`config.mk`:
```
export PLATFORM = sky130hd
export DESIGN_NAME = stream_merge_top
export DESIGN_NICKNAME = d
export VERILOG_FILES = /design/src/stream_merge_pkg.sv /design/src/stream_merge_top.sv /design/src/stream_out_slice.sv /design/src/stream_path_switch.sv /design/src/stream_arb_ctrl.sv /design/src/stream_in_slice.sv
export SDC_FILE = /design/constraint.sdc
export NUM_CORES = 1
export LEC_CHECK = 0
export BUFFER_PORTS_ARGS = -buffer_cell sky130_fd_sc_hd__buf_2
export CAP_MARGIN = 20
export CORE_ASPECT_RATIO = 1.4
export CORE_MARGIN = 5
export CORE_UTILIZATION = 45
export DETAILED_ROUTE_END_ITERATION = 8
export PLACE_DENSITY = 0.79
export SYNTH_ARGS = -nofsm -noshare
export SYNTH_HDL_FRONTEND = slang
export SYNTH_SLANG_ARGS = --single-unit
export TNS_END_PERCENT = 5
```
`constraint.sdc`:
```
create_clock -name clock -period 2.9 [get_ports clock]
set_input_delay 0.29 -clock clock [delete_from_list [all_inputs] [get_ports clock]]
set_output_delay 0.29 -clock clock [all_outputs]
set_load 0.01 [all_outputs]
```
`src/stream_merge_pkg.sv`:
```
//~~~~~~~~~~~~~~~~~~~~
// stream merger package
// default sizes and the arbitration policy
// shared by the merger blocks.
//~~~~~~~~~~~~~~~~~~~~
package stream_merge_pkg;

    // number of merged sources when the top level does not override it.
    localparam int default_num_sources = 32'd4;

    // width of one data beat in bits.
    localparam int default_data_width = 16;

    // arbitration policy of the control block.
    // arb_fixed gives the lowest-numbered valid source the grant.
    // arb_round_robin starts the search at the source after the last grant.
    typedef enum logic {
        arb_fixed       = 1'b0,
        arb_round_robin = 1'b1
    } arb_mode_e;

endpackage
```
`src/stream_merge_top.sv`:
```
//~~~~~~~~~~~~~~~~~~~~
// stream merger top level
// merges several valid/ready sources into one tagged stream.
//~~~~~~~~~~~~~~~~~~~~
`timescale 1ns/1ps
module stream_merge_top #(
    parameter int                          num_sources = stream_merge_pkg::default_num_sources,
    parameter int                          data_width  = stream_merge_pkg::default_data_width,
    parameter stream_merge_pkg::arb_mode_e arb_mode    = stream_merge_pkg::arb_fixed,
    localparam int idx_width = (num_sources > 1) ? $clog2(num_sources) : 1
) (
    input  logic                   clock,
    input  logic                   rst_n,
    input  logic [num_sources-1:0] src_valid,
    input  logic [data_width-1:0]  src_data [num_sources],
    output logic [num_sources-1:0] src_ready,
    output logic                   out_valid,
    output logic [data_width-1:0]  out_data,
    output logic [idx_width-1:0]   out_source,
    input  logic                   out_ready
);

    logic [num_sources-1:0] slice_valid;
    logic [data_width-1:0]  slice_data [num_sources];
    logic [num_sources-1:0] slice_ready;
    logic                   sel_valid;
    logic [idx_width-1:0]   sel_source;
    logic [idx_width-1:0]   curr_path;
    logic                   sw_valid;
    logic [data_width-1:0]  sw_data;
    logic [idx_width-1:0]   sw_source;
    logic                   sw_ready;

    // one input slice per source.
    for (genvar i = 0; i < num_sources; i++) begin : g_in_slice
        stream_in_slice #(
            .data_width (data_width)
        ) stream_in_slice_i (
            .clock       (clock),
            .rst_n       (rst_n),
            .in_valid    (src_valid[i]),
            .in_data     (src_data[i]),
            .in_ready    (src_ready[i]),
            .slice_valid (slice_valid[i]),
            .slice_data  (slice_data[i]),
            .slice_ready (slice_ready[i])
        );
    end

    stream_arb_ctrl #(
        .num_sources (num_sources),
        .arb_mode    (arb_mode)
    ) stream_arb_ctrl_i (
        .clock       (clock),
        .rst_n       (rst_n),
        .slice_valid (slice_valid),
        .slice_ready (slice_ready),
        .curr_path   (curr_path),
        .sel_valid   (sel_valid),
        .sel_source  (sel_source)
    );

    stream_path_switch #(
        .num_sources (num_sources),
        .data_width  (data_width)
    ) stream_path_switch_i (
        .clock       (clock),
        .rst_n       (rst_n),
        .sel_valid   (sel_valid),
        .sel_source  (sel_source),
        .curr_path   (curr_path),
        .slice_valid (slice_valid),
        .slice_data  (slice_data),
        .slice_ready (slice_ready),
        .sw_valid    (sw_valid),
        .sw_data     (sw_data),
        .sw_source   (sw_source),
        .sw_ready    (sw_ready)
    );

    stream_out_slice #(
        .num_sources (num_sources),
        .data_width  (data_width)
    ) stream_out_slice_i (
        .clock      (clock),
        .rst_n      (rst_n),
        .sw_valid   (sw_valid),
        .sw_data    (sw_data),
        .sw_source  (sw_source),
        .sw_ready   (sw_ready),
        .out_valid  (out_valid),
        .out_data   (out_data),
        .out_source (out_source),
        .out_ready  (out_ready)
    );

endmodule

```
`src/stream_out_slice.sv`:
```
//~~~~~~~~~~~~~~~~~~~~
// stream output slice
// two-entry output register for data and source tag,
// with sw_ready taken from the fill count.
//~~~~~~~~~~~~~~~~~~~~
`timescale 1ns/1ps
module stream_out_slice #(
    parameter int num_sources = stream_merge_pkg::default_num_sources,
    parameter int data_width  = stream_merge_pkg::default_data_width,
    localparam int idx_width = (num_sources > 1) ? $clog2(num_sources) : 1
) (
    input  logic                  clock,
    input  logic                  rst_n,
    input  logic                  sw_valid,
    input  logic [data_width-1:0] sw_data,
    input  logic [idx_width-1:0]  sw_source,
    output logic                  sw_ready,
    output logic                  out_valid,
    output logic [data_width-1:0] out_data,
    output logic [idx_width-1:0]  out_source,
    input  logic                  out_ready
);

    localparam int entry_width = idx_width + data_width;

    logic [entry_width-1:0] entry_q [2];
    logic                   wr_ptr;
    logic                   rd_ptr;
    logic [1:0]             count;
    logic                   push;
    logic                   pop;

    assign push = sw_valid && sw_ready;
    assign pop  = out_valid && out_ready;

    always_ff @(posedge clock) begin
        if (!rst_n) begin
            wr_ptr <= 1'b0;
            rd_ptr <= 1'b0;
            count  <= 2'd0;
        end else begin
            if (push) wr_ptr <= !wr_ptr;
            if (pop)  rd_ptr <= !rd_ptr;
            case ({push, pop})
                2'b10:   count <= count + 2'd1;
                2'b01:   count <= count - 2'd1;
                default: count <= count; // nothing moved, or one in and one out.
            endcase
        end
    end

    always_ff @(posedge clock) begin
        if (push) begin
            entry_q[wr_ptr] <= {sw_source, sw_data};
        end
    end

    assign sw_ready  = (count != 2'd2); // decoded straight from the count flops.
    assign out_valid = (count != 2'd0);
    assign {out_source, out_data} = entry_q[rd_ptr];

endmodule

```
`src/stream_path_switch.sv`:
```
//~~~~~~~~~~~~~~~~~~~~
// stream path switch
// forwards the granted slice to the output slice,
// tags each beat with its source and routes ready back.
//~~~~~~~~~~~~~~~~~~~~
`timescale 1ns/1ps
module stream_path_switch #(
    parameter int num_sources = stream_merge_pkg::default_num_sources,
    parameter int data_width  = stream_merge_pkg::default_data_width,
    localparam int idx_width = (num_sources > 1) ? $clog2(num_sources) : 1
) (
    input  logic                   clock,
    input  logic                   rst_n,
    input  logic                   sel_valid,
    input  logic [idx_width-1:0]   sel_source,
    output logic [idx_width-1:0]   curr_path,
    input  logic [num_sources-1:0] slice_valid,
    input  logic [data_width-1:0]  slice_data [num_sources],
    output logic [num_sources-1:0] slice_ready,
    output logic                   sw_valid,
    output logic [data_width-1:0]  sw_data,
    output logic [idx_width-1:0]   sw_source,
    input  logic                   sw_ready
);

    logic beat_move;

    assign beat_move = sw_valid && sw_ready;

    // The path only moves while no grant is confirmed. Beats flow only under
    // a confirmed grant, so nothing is in motion when the path changes.
    always_ff @(posedge clock) begin
        if (!rst_n) begin
            curr_path <= '0;
        end else if (!sel_valid && !beat_move) begin
            curr_path <= sel_source;
        end
    end

    assign sw_valid  = sel_valid && slice_valid[curr_path];
    assign sw_data   = slice_data[curr_path];
    assign sw_source = curr_path; // the beat carries the number of its source.

    // only the slice on the current path ever sees ready.
    always_comb begin
        for (int i = 0; i < num_sources; i++) begin
            slice_ready[i] = sel_valid && sw_ready && (curr_path == idx_width'(i));
        end
    end

endmodule

```
`src/stream_arb_ctrl.sv`:
```
//~~~~~~~~~~~~~~~~~~~~
// stream arbiter control
// locks onto one source until it has a beat accepted,
// then picks the next source by fixed priority or round robin.
//~~~~~~~~~~~~~~~~~~~~
`timescale 1ns/1ps
module stream_arb_ctrl #(
    parameter int                          num_sources = stream_merge_pkg::default_num_sources,
    parameter stream_merge_pkg::arb_mode_e arb_mode    = stream_merge_pkg::arb_fixed,
    localparam int idx_width = (num_sources > 1) ? $clog2(num_sources) : 1
) (
    input  logic                   clock,
    input  logic                   rst_n,
    input  logic [num_sources-1:0] slice_valid,
    input  logic [num_sources-1:0] slice_ready,
    input  logic [idx_width-1:0]   curr_path,
    output logic                   sel_valid,
    output logic [idx_width-1:0]   sel_source
);
    import stream_merge_pkg::*;

    logic [num_sources-1:0] accepted;
    logic                   any_accept;
    logic                   lock;
    logic [num_sources-1:0] last_grant;
    logic [idx_width-1:0]   pick;

    assign accepted   = slice_valid & slice_ready;
    assign any_accept = |accepted;

    // An accepted beat releases the lock. Any pending source takes it again.
    always_ff @(posedge clock) begin
        if (!rst_n) begin
            lock <= 1'b0;
        end else if (any_accept) begin
            lock <= 1'b0;
        end else if (|slice_valid) begin
            lock <= 1'b1;
        end
    end

    // one-hot record of the source that had the last beat accepted.
    // after reset the top source counts as last, so the search starts at source 0.
    always_ff @(posedge clock) begin
        if (!rst_n) begin
            last_grant                <= '0;
            last_grant[num_sources-1] <= 1'b1;
        end else if (arb_mode == arb_round_robin && any_accept) begin
            last_grant <= accepted;
        end
    end

    always_comb begin
        int   last_idx;
        int   cand;
        logic found;

        last_idx = num_sources - 1;
        cand     = 0;
        found    = 1'b0;
        pick     = '0;
        if (arb_mode == arb_round_robin) begin
            for (int i = 0; i < num_sources; i++) begin
                if (last_grant[i]) begin
                    last_idx = i;
                end
            end
            // walk upwards from the source after the last grant, wrapping round.
            for (int k = 1; k <= num_sources; k++) begin
                cand = (last_idx + k) % num_sources;
                if (!found && slice_valid[cand]) begin
                    pick  = idx_width'(cand);
                    found = 1'b1;
                end
            end
        end else begin
            // the last hit of a downward scan is the lowest valid source.
            for (int i = num_sources - 1; i >= 0; i--) begin
                if (slice_valid[i]) begin
                    pick = idx_width'(i);
                end
            end
        end
    end

    // The choice follows the valids while unlocked and is frozen under the lock.
    always_ff @(posedge clock) begin
        if (!rst_n) begin
            sel_source <= '0;
        end else if (!lock) begin
            sel_source <= pick;
        end
    end

    // the grant is confirmed once the switch reports the chosen path.
    // It drops right after the accept, so one lock moves one beat.
    always_ff @(posedge clock) begin
        if (!rst_n) begin
            sel_valid <= 1'b0;
        end else begin
            sel_valid <= lock && !any_accept && (sel_source == curr_path);
        end
    end

endmodule

```
`src/stream_in_slice.sv`:
```
//~~~~~~~~~~~~~~~~~~~~
// stream input slice
// two-entry register slice for one source.
// in_ready comes from a flop, so the ready path is broken.
//~~~~~~~~~~~~~~~~~~~~
`timescale 1ns/1ps
module stream_in_slice #(
    parameter int data_width = stream_merge_pkg::default_data_width
) (
    input  logic                  clock,
    input  logic                  rst_n,
    input  logic                  in_valid,
    input  logic [data_width-1:0] in_data,
    output logic                  in_ready,
    output logic                  slice_valid,
    output logic [data_width-1:0] slice_data,
    input  logic                  slice_ready
);

    logic                  main_valid;
    logic [data_width-1:0] main_data;
    logic                  skid_valid;
    logic [data_width-1:0] skid_data;
    logic                  main_free;

    // the main entry can load when it is empty or is being drained this cycle.
    assign main_free = !main_valid || slice_ready;

    always_ff @(posedge clock) begin
        if (!rst_n) begin
            main_valid <= 1'b0;
            skid_valid <= 1'b0;
        end else if (main_free) begin
            main_valid <= skid_valid || in_valid; // the skid entry is older, it goes first.
            skid_valid <= 1'b0;
        end else if (in_valid && !skid_valid) begin
            skid_valid <= 1'b1;                   // the main entry is stuck, park the beat.
        end
    end

    always_ff @(posedge clock) begin
        if (main_free) begin
            main_data <= skid_valid ? skid_data : in_data;
        end
        if (!main_free && in_valid && !skid_valid) begin
            skid_data <= in_data;
        end
    end

    // a new beat is taken only while the skid entry is free.
    assign in_ready    = !skid_valid;
    assign slice_valid = main_valid;
    assign slice_data  = main_data;

endmodule

```
## Word level (Yosys, flattened, before mapping)

Memories as Yosys holds them, arrays and structs flattened. A register that Yosys moved wholly into a read port is not among the register bits.
Cells that the tools add are included.

| storage, ports and cells | value |
|---|---|
| flip-flop bits (word level) | 146 |
| RAM bits | 36 |
| input port bits | 71 |
| output and inout bits | 23 |
| word-level logic and storage cells | 114 |
| memories | 1 |

Memories:

| memory | depth | width | read ports | clocked after Yosys merged registers in | write ports | line | text |
|---|---|---|---|---|---|---|---|
| stream_out_slice_i.entry_q | 2 | 18 | 1 | 1 | 1 | stream_out_slice.sv:26 | `logic [entry_width-1:0] entry_q [2];` |

| operators by class | value |
|---|---|
| add/sub/neg operators | 2 |
| order comparisons | 2 |
| equality and inequality tests | 7 |
| mux-type cells | 18 |
| bitwise gates (word level) | 3 |
| reduce and logical (&&, ||, !) cells | 58 |

Operator list:

| kind | count |
|---|---|
| 16-bit two-way mux | 6 |
| 16-bit binary-select mux with 2-bit select | 1 |
| 1-bit logical AND | 23 |
| 1-bit logical NOT | 17 |
| 1-bit logical OR | 8 |
| 2-bit two-way mux | 4 |
| 2-bit OR reduction | 4 |
| 4-bit OR reduction | 2 |
| 2-bit == test, second input constant | 3 |
| 1-bit two-way mux | 5 |
| 5-bit OR reduction | 1 |
| 4-bit bitwise AND | 1 |
| 2-bit by 1-bit == test with 1-bit output, second input constant | 2 |
| 2-bit case mux with 2 select lines | 1 |
| 2-bit nonzero test | 2 |
| 3-bit >= comparator, second input constant | 1 |
| 2-bit by 3-bit < comparator with 1-bit output, second input constant | 1 |
| 2-bit inverter with 3-bit output | 1 |
| 2-bit by 1-bit adder with 2-bit output, second input constant | 1 |
| 1-bit binary-select mux with 2-bit select | 1 |
| 2-bit == test | 1 |
| 2-bit logical NOT | 1 |
| 2-bit inequality test, second input constant | 1 |
| 2-bit by 1-bit subtractor with 2-bit output, second input constant | 1 |
| 1-bit inverter | 1 |

## Logic depth before layout (Yosys ltp)

| logic depth | value |
|---|---|
| depth in word-level cells | 8 |
| mapped depth | 7 |
| gate-level depth less buffers | 7 |

## Cells and area by module

From an unflattened synthesis, not the netlist that was laid out.

| second synthesis, totals | value |
|---|---|
| cells, all modules | 372 |
| area total of the unflattened synthesis | 7385.8 um2 |

By module, submodules not included:

| module | instances | cells each | area an instance (um2) | sequential area each (um2) |
|---|---|---|---|---|
| stream_in_slice | 4 | 58 | 1282.5 | 1001.0 |
| stream_out_slice | 1 | 80 | 1529.0 | 1181.1 |
| stream_path_switch | 1 | 37 | 539.3 | 40.0 |
| stream_arb_ctrl | 1 | 23 | 187.7 | 80.1 |

## Least setup slack after synthesis

Ideal clock, no wire load.

| timing path | value |
|---|---|
| kind | reg2reg |
| start point | register stream_path_switch_i.curr_path[1] |
| end point | register g_in_slice[0].stream_in_slice_i.skid_data[0] (enable) |
| setup time | 413 ps |
| arrival time | 2435 ps |
| data required time | 2487 ps |
| setup slack | 52 ps |
| cell stages (with the launch flop) | 4 |
| path buffers | 1 |
| period minus slack after synthesis | 2848 ps |
| cells stage by stage | dfxtp_1 -> buf_2 -> o21ai_1 -> nor3b_1 |

| on the way | value |
|---|---|
| longest elaborated chain between the ends | 6 |

RTL lines:

| element | line | text |
|---|---|---|
| from (decl) | stream_path_switch.sv:16 | `output logic [idx_width-1:0] curr_path,` |
| from (signal assigned) | stream_path_switch.sv:36 | `curr_path <= sel_source;` |
| 2-bit logical NOT | stream_path_switch.sv:47 | `slice_ready[i] = sel_valid && sw_ready && (curr_path == idx_width'(i));` |
| 1-bit logical AND | stream_path_switch.sv:47 |  |
| 1-bit logical OR | stream_in_slice.sv:27 | `assign main_free = !main_valid \|\| slice_ready;` |
| via g_in_slice[0].stream_in_slice_i.main_free | stream_in_slice.sv:24 | `logic main_free;` |
| 1-bit logical NOT | stream_in_slice.sv:45 | `if (!main_free && in_valid && !skid_valid) begin` |
| 1-bit logical AND (2 in series) | stream_in_slice.sv:45 |  |
| to (signal assigned) | stream_in_slice.sv:46 | `skid_data <= in_data;` |
| to (decl) | stream_in_slice.sv:23 | `logic [data_width-1:0] skid_data;` |

The timed path passes the listed nets, and every way through them passes these cells.
A chain may end at the register's enable or synchronous reset.

## Worst setup path after layout

| timing path | value |
|---|---|
| start point | register stream_path_switch_i.curr_path[1] |
| end point | register stream_out_slice_i.count[1] |

| on the way | value |
|---|---|
| longest elaborated chain between the ends | 6 |
| elaborated cells between the ends (all ways) | 8 |
| those cells by class | eq/ne: 2; mux: 3; reduce/logical: 3 |

RTL lines:

| element | line | text |
|---|---|---|
| 1-bit binary-select mux with 2-bit select * | stream_path_switch.sv:40 | `assign sw_valid = sel_valid && slice_valid[curr_path];` |
| 1-bit two-way mux (not written as such) * | stream_path_switch.sv:40 |  |
| 1-bit logical AND * | stream_path_switch.sv:40 |  |
| 1-bit logical AND * | stream_out_slice.sv:33 | `assign push = sw_valid && sw_ready;` |
| 2-bit by 1-bit == test with 1-bit output or 2-bit == test (tied branches) | stream_out_slice.sv:44 | `case ({push, pop})` |
| 2-bit case mux with 2 select lines or 2-bit nonzero test (tied branches) | -- |  |
| to (signal assigned) | stream_out_slice.sv:45 | `2'b10: count <= count + 2'd1;` |
| to (signal assigned) | stream_out_slice.sv:46 | `2'b01: count <= count - 2'd1;` |
| to (signal assigned) | stream_out_slice.sv:47 | `default: count <= count;` |
| to (decl) | stream_out_slice.sv:29 | `logic [1:0] count;` |

Mark *: on every way between the ends. The rest lies on a longest branch, timed or not. The select of a mux whose other input is x is not followed.

==> run_results.csv <==
group,metric,value,unit
final_layout,final_net_count,550,
grt,grt_max_degree,24,
drt,route.met2.wl,7.28,mm
power,max-vdd-ir-drop,423,uV
hold_path,min-delay-start,"src_data[57]",
critical_path,reg2reg_from,"stream_path_switch_i.curr_path[1]",
drt,wire_per_inst,19.3,um
power,power.net_switching,1.27,mW
final_layout,antenna-diode-count,0,
drt,drt_iter0_markers,213,
timing,finalSetupTns,0,ns
clock_tree,clk_latency,0.42,ns
drt,drt-pass1-iter-count,4,
clock_tree,cts_resized,0,
hold_path,holdCritPathClass,"in -> reg",
grt,grt_overflow_total,0,
clock_tree,clock_buffer_count_from_cts,17,
synth,syn-cell-area,7120,sq um
synth,synth.distinct_cells,34,
critical_path,critPathBufInv,0,
critical_path,cp_max_fo,15,
die,floorplan.io_pins,94,
critical_path,r2r_cells,6,
critical_path,worst_setup_path_end_kind,"register",
grt,number_of_global_route_vias_before_repair,3878,
clock_tree,ctsHtreeMaxLevel,4,
critical_path,criticalPathCategory,"reg -> reg",
power,leakagePower,2.98,nW
timing,hold_violations,0,
timing,worstMarginPinSlew,0.870,ns
die,die-width,116,um
clock_tree,clockRootBuffer,"clkbuf_16",
placement,detailedPlacementHpwl,9.79,mm
timing,max_clock_freq,433,MHz
drt,top_layer_used,"met5",
hold_path,hold_path_depth,1,
die,die_y,159,um
critical_path,timing.critical_path.required,3.23,ns
grt,grt_pass1_wl,20.9,mm
power,powerDensity,711,nW/um^2
timing,fin_crit,2.31,ns
clock_tree,clk_pin_slew,0.07,ns
die,placementRows,54,
critical_path,cp-start-kind,"register",
drt,ant_nets,0,
die,core_area,15500,sq um
synth,syn_area_per_cell,19.1,sq um
timing,final.setup_skew,0.00911,ns
synth,syn_inst,372,
placement,preCtsSetupSlack,0.626,ns
clock_tree,cts-root-to-sink-buffers,2,
clock_tree,cts.sink_count,183,
critical_path,critical-path-top-delay-family,"simple AND/OR/NAND/NOR gates",
timing,setup_failing_eps_final,0,
power,p_sw_share,21.1,%
clock_tree,postCtsSetupBuffers,0,
critical_path,worst-r2r-setup-slack,0.59,ns
critical_path,slowest_stage,"dfxtp_1",
drt,final_wirelength,13.3,mm
critical_path,timing.critical_path.slowest_cell_delay,0.70,ns
power,clkPwrFrac,40.0,%
clock_tree,tritoncts_clock_tree,"built",
timing,timing.max_slew.rel_slack,41.9,%
grt,antenna_violations_before_repair,1,
timing,worst_slack,0.592,ns
drt,vias_per_cell,5.16,
synth,sequential_fraction_of_the_synthesis_area,74.5,%
grt,global_route.usage.total,14.9,%
drt,dr_wl_met3,666,um
power,power.combinational.fraction,7.5,%
placement,routability_congestion,0.818,
run_status,outcome,"complete, no violations",
synth,yosys_warnings,0,
hold_path,worstHoldEndpoint,"g_in_slice[0].stream_in_slice_i.skid_data[9]",
final_layout,area.growth.synth_to_final,19.2,%
critical_path,cp_data_arrival_time,2.64,ns
clock_tree,hold_buffers,0,
power,internal-power,4.76,mW
timing,rsz_0062_raised_after_global_routing,"false",
die,dieArea,18500,sq um
critical_path,worstPathCellList,"mux2_1, nand4b_1, and2_4, ha_1, or3_1, a21oi_1",
synth,synthesis.nets,444,
drt,remaining_drc_errors,0,
timing,final-max-slew-violation-count,0,
timing,fin_crit_sh,79.6,%
job,max_cap_violations,0,
die,initial_cell_density_of_the_core,45.8,%
synth,synth-seq-cells,183,
critical_path,reg2reg_to,"stream_out_slice_i.count[1]",
drt,route.vias.total,3547,
power,seqPwrFrac,52.5,%
placement,port_buffer_count,93,
drt,wirelength_met1,5.17,mm
final_layout,drive_gt1_share,50.1,%
-- metal layers --
metal | vias up | global-route usage, %
met2 | 111 | 25.5
met5 | - | 0
met4 | 2 | 5.22
li1 | 1666 | -
met3 | 12 | 3.43
met1 | 1756 | 18.2
-- final cells by class --
type | count | area [sq um]
flip-flops and latches | 183 | 5310
well taps | 196 | 245
multi-input cells | 162 | 1710
fillers | 1207 | 7050
clock inverters | 15 | 200
repair buffers | 107 | 574
clock buffers | 17 | 425
inverters | 7 | 26.3
-- cell usage in the layout, fill, tap and decap left out, drive strengths merged, types with 2 or more instances in the layout --
cell and count:
edfxtp 164, buf 107, mux2 84, dfxtp 19
clkbuf 17, mux4 16, nor2 13, a21oi 9
inv 9, o21ai 6, clkinv 6, nor3b 5
nor3 4, bufinv 4, xor2 3, clkinvlp 3
nand2b 2, nand3 2, xnor2 2, nand2 2
or3 2, and2 2
-- worst max-delay path by stage --
stage                                      startpoint                                      endpoint  slack, ns  cells after the start
finish              stream_path_switch_i.curr_path[1]                   stream_out_slice_i.count[1]       0.59                      6
global route        stream_path_switch_i.curr_path[1]                   stream_out_slice_i.count[1]       0.46                      6
CTS                 stream_path_switch_i.curr_path[1]                   stream_out_slice_i.count[1]       0.58                      6
detailed placement  stream_path_switch_i.curr_path[1]                   stream_out_slice_i.count[1]       0.63                      6
global placement    stream_path_switch_i.curr_path[1]                   stream_out_slice_i.count[1]       0.74                      6
floorplan           stream_path_switch_i.curr_path[1]  g_in_slice[0].stream_in_slice_i.skid_data[0]       0.05                      3
-- registers in the layout, summed over array words and instances, names as in the netlist, 2 cells and up, named ones only --
| register | flops |
|---|---|
| stream_arb_ctrl_i.sel_source | 2 |
| g_in_slice.stream_in_slice_i.slice_data | 64 |
| stream_out_slice_i.entry_q | 36 |
| stream_out_slice_i.count | 2 |
| g_in_slice.stream_in_slice_i.slice_valid | 4 |
| g_in_slice.stream_in_slice_i.skid_data | 64 |
| stream_path_switch_i.curr_path | 2 |
| g_in_slice.stream_in_slice_i.skid_valid | 4 |
-- metrics by stage --
| step | instance area, sq um | total power, mW | hold slack, ns | utilization, % | std cells |
|---|---|---|---|---|---|
| 2_1_floorplan | 7120 | 3.47 | 0.389 | - | 372 |
| 3_3_place_gp | 7850 | 3.65 | 0.481 | 50.5 | 654 |
| 3_5_place_dp | 7850 | 3.67 | 0.484 | 50.5 | 654 |
| 4_1_cts | 8470 | 6.08 | 0.0414 | 54.5 | 686 |
| 5_1_grt | 8490 | 6.24 | 0.0376 | 54.6 | 687 |
| 6_report | 8490 | 6.03 | 0.0567 | 54.6 | 687 |
-- Yosys cell counts --
cell type	count	share of area [%]
and4_4	1	0.16
clkbuf_1	2	0.11
and2_4	1	0.12
edfxtp_1	164	69
xnor2_1	2	0.25
mux2i_1	1	0.14
or2_1	1	0.088
nand3_1	2	0.14
nand4b_1	1	0.12
clkinv_1	1	0.053
or3_1	2	0.18
nor2_1	13	0.69
buf_2	11	0.77
a21oi_1	9	0.63
dfxtp_1	19	5.3
nor2b_1	1	0.088
o21ai_0	2	0.14
o311a_1	1	0.14
mux4_2	16	5.1
nand2b_1	2	0.18
ha_1	1	0.18
nand2_1	2	0.11
nand4_1	1	0.088
o21ai_1	4	0.28
nor3b_1	5	0.53
mux2_1	2	0.32
xor2_1	3	0.37
mux2_2	82	13
inv_1	6	0.32
nand3b_1	1	0.11
buf_4	7	0.74
and2_1	1	0.088
nor4_1	1	0.088
nor3_1	4	0.28
-- kinds of logic after synthesis --
group	after synthesis	share of synthesized area [%]
xor gates and xnor gates	5	0.615
buffers and inverters	27	1.99
AOI/OAI and AO/OA	16	1.19
and+or+nand+nor	39	3.04
DFF	183	74.5
muxes	101	18.5
adders and majority gates	1	0.176
-- power groups by stage --
stage / clock network, mW / logic (mW) / registers (mW)
2_1_floorplan: 0 / 0.311 / 3.16
3_3_place_gp: 0 / 0.438 / 3.21
3_5_place_dp: 0 / 0.455 / 3.22
4_1_cts: 2.45 / 0.460 / 3.17
5_1_grt: 2.57 / 0.493 / 3.18
6_report: 2.41 / 0.454 / 3.16
No activity file was read; power rests on OpenSTA's default activity.
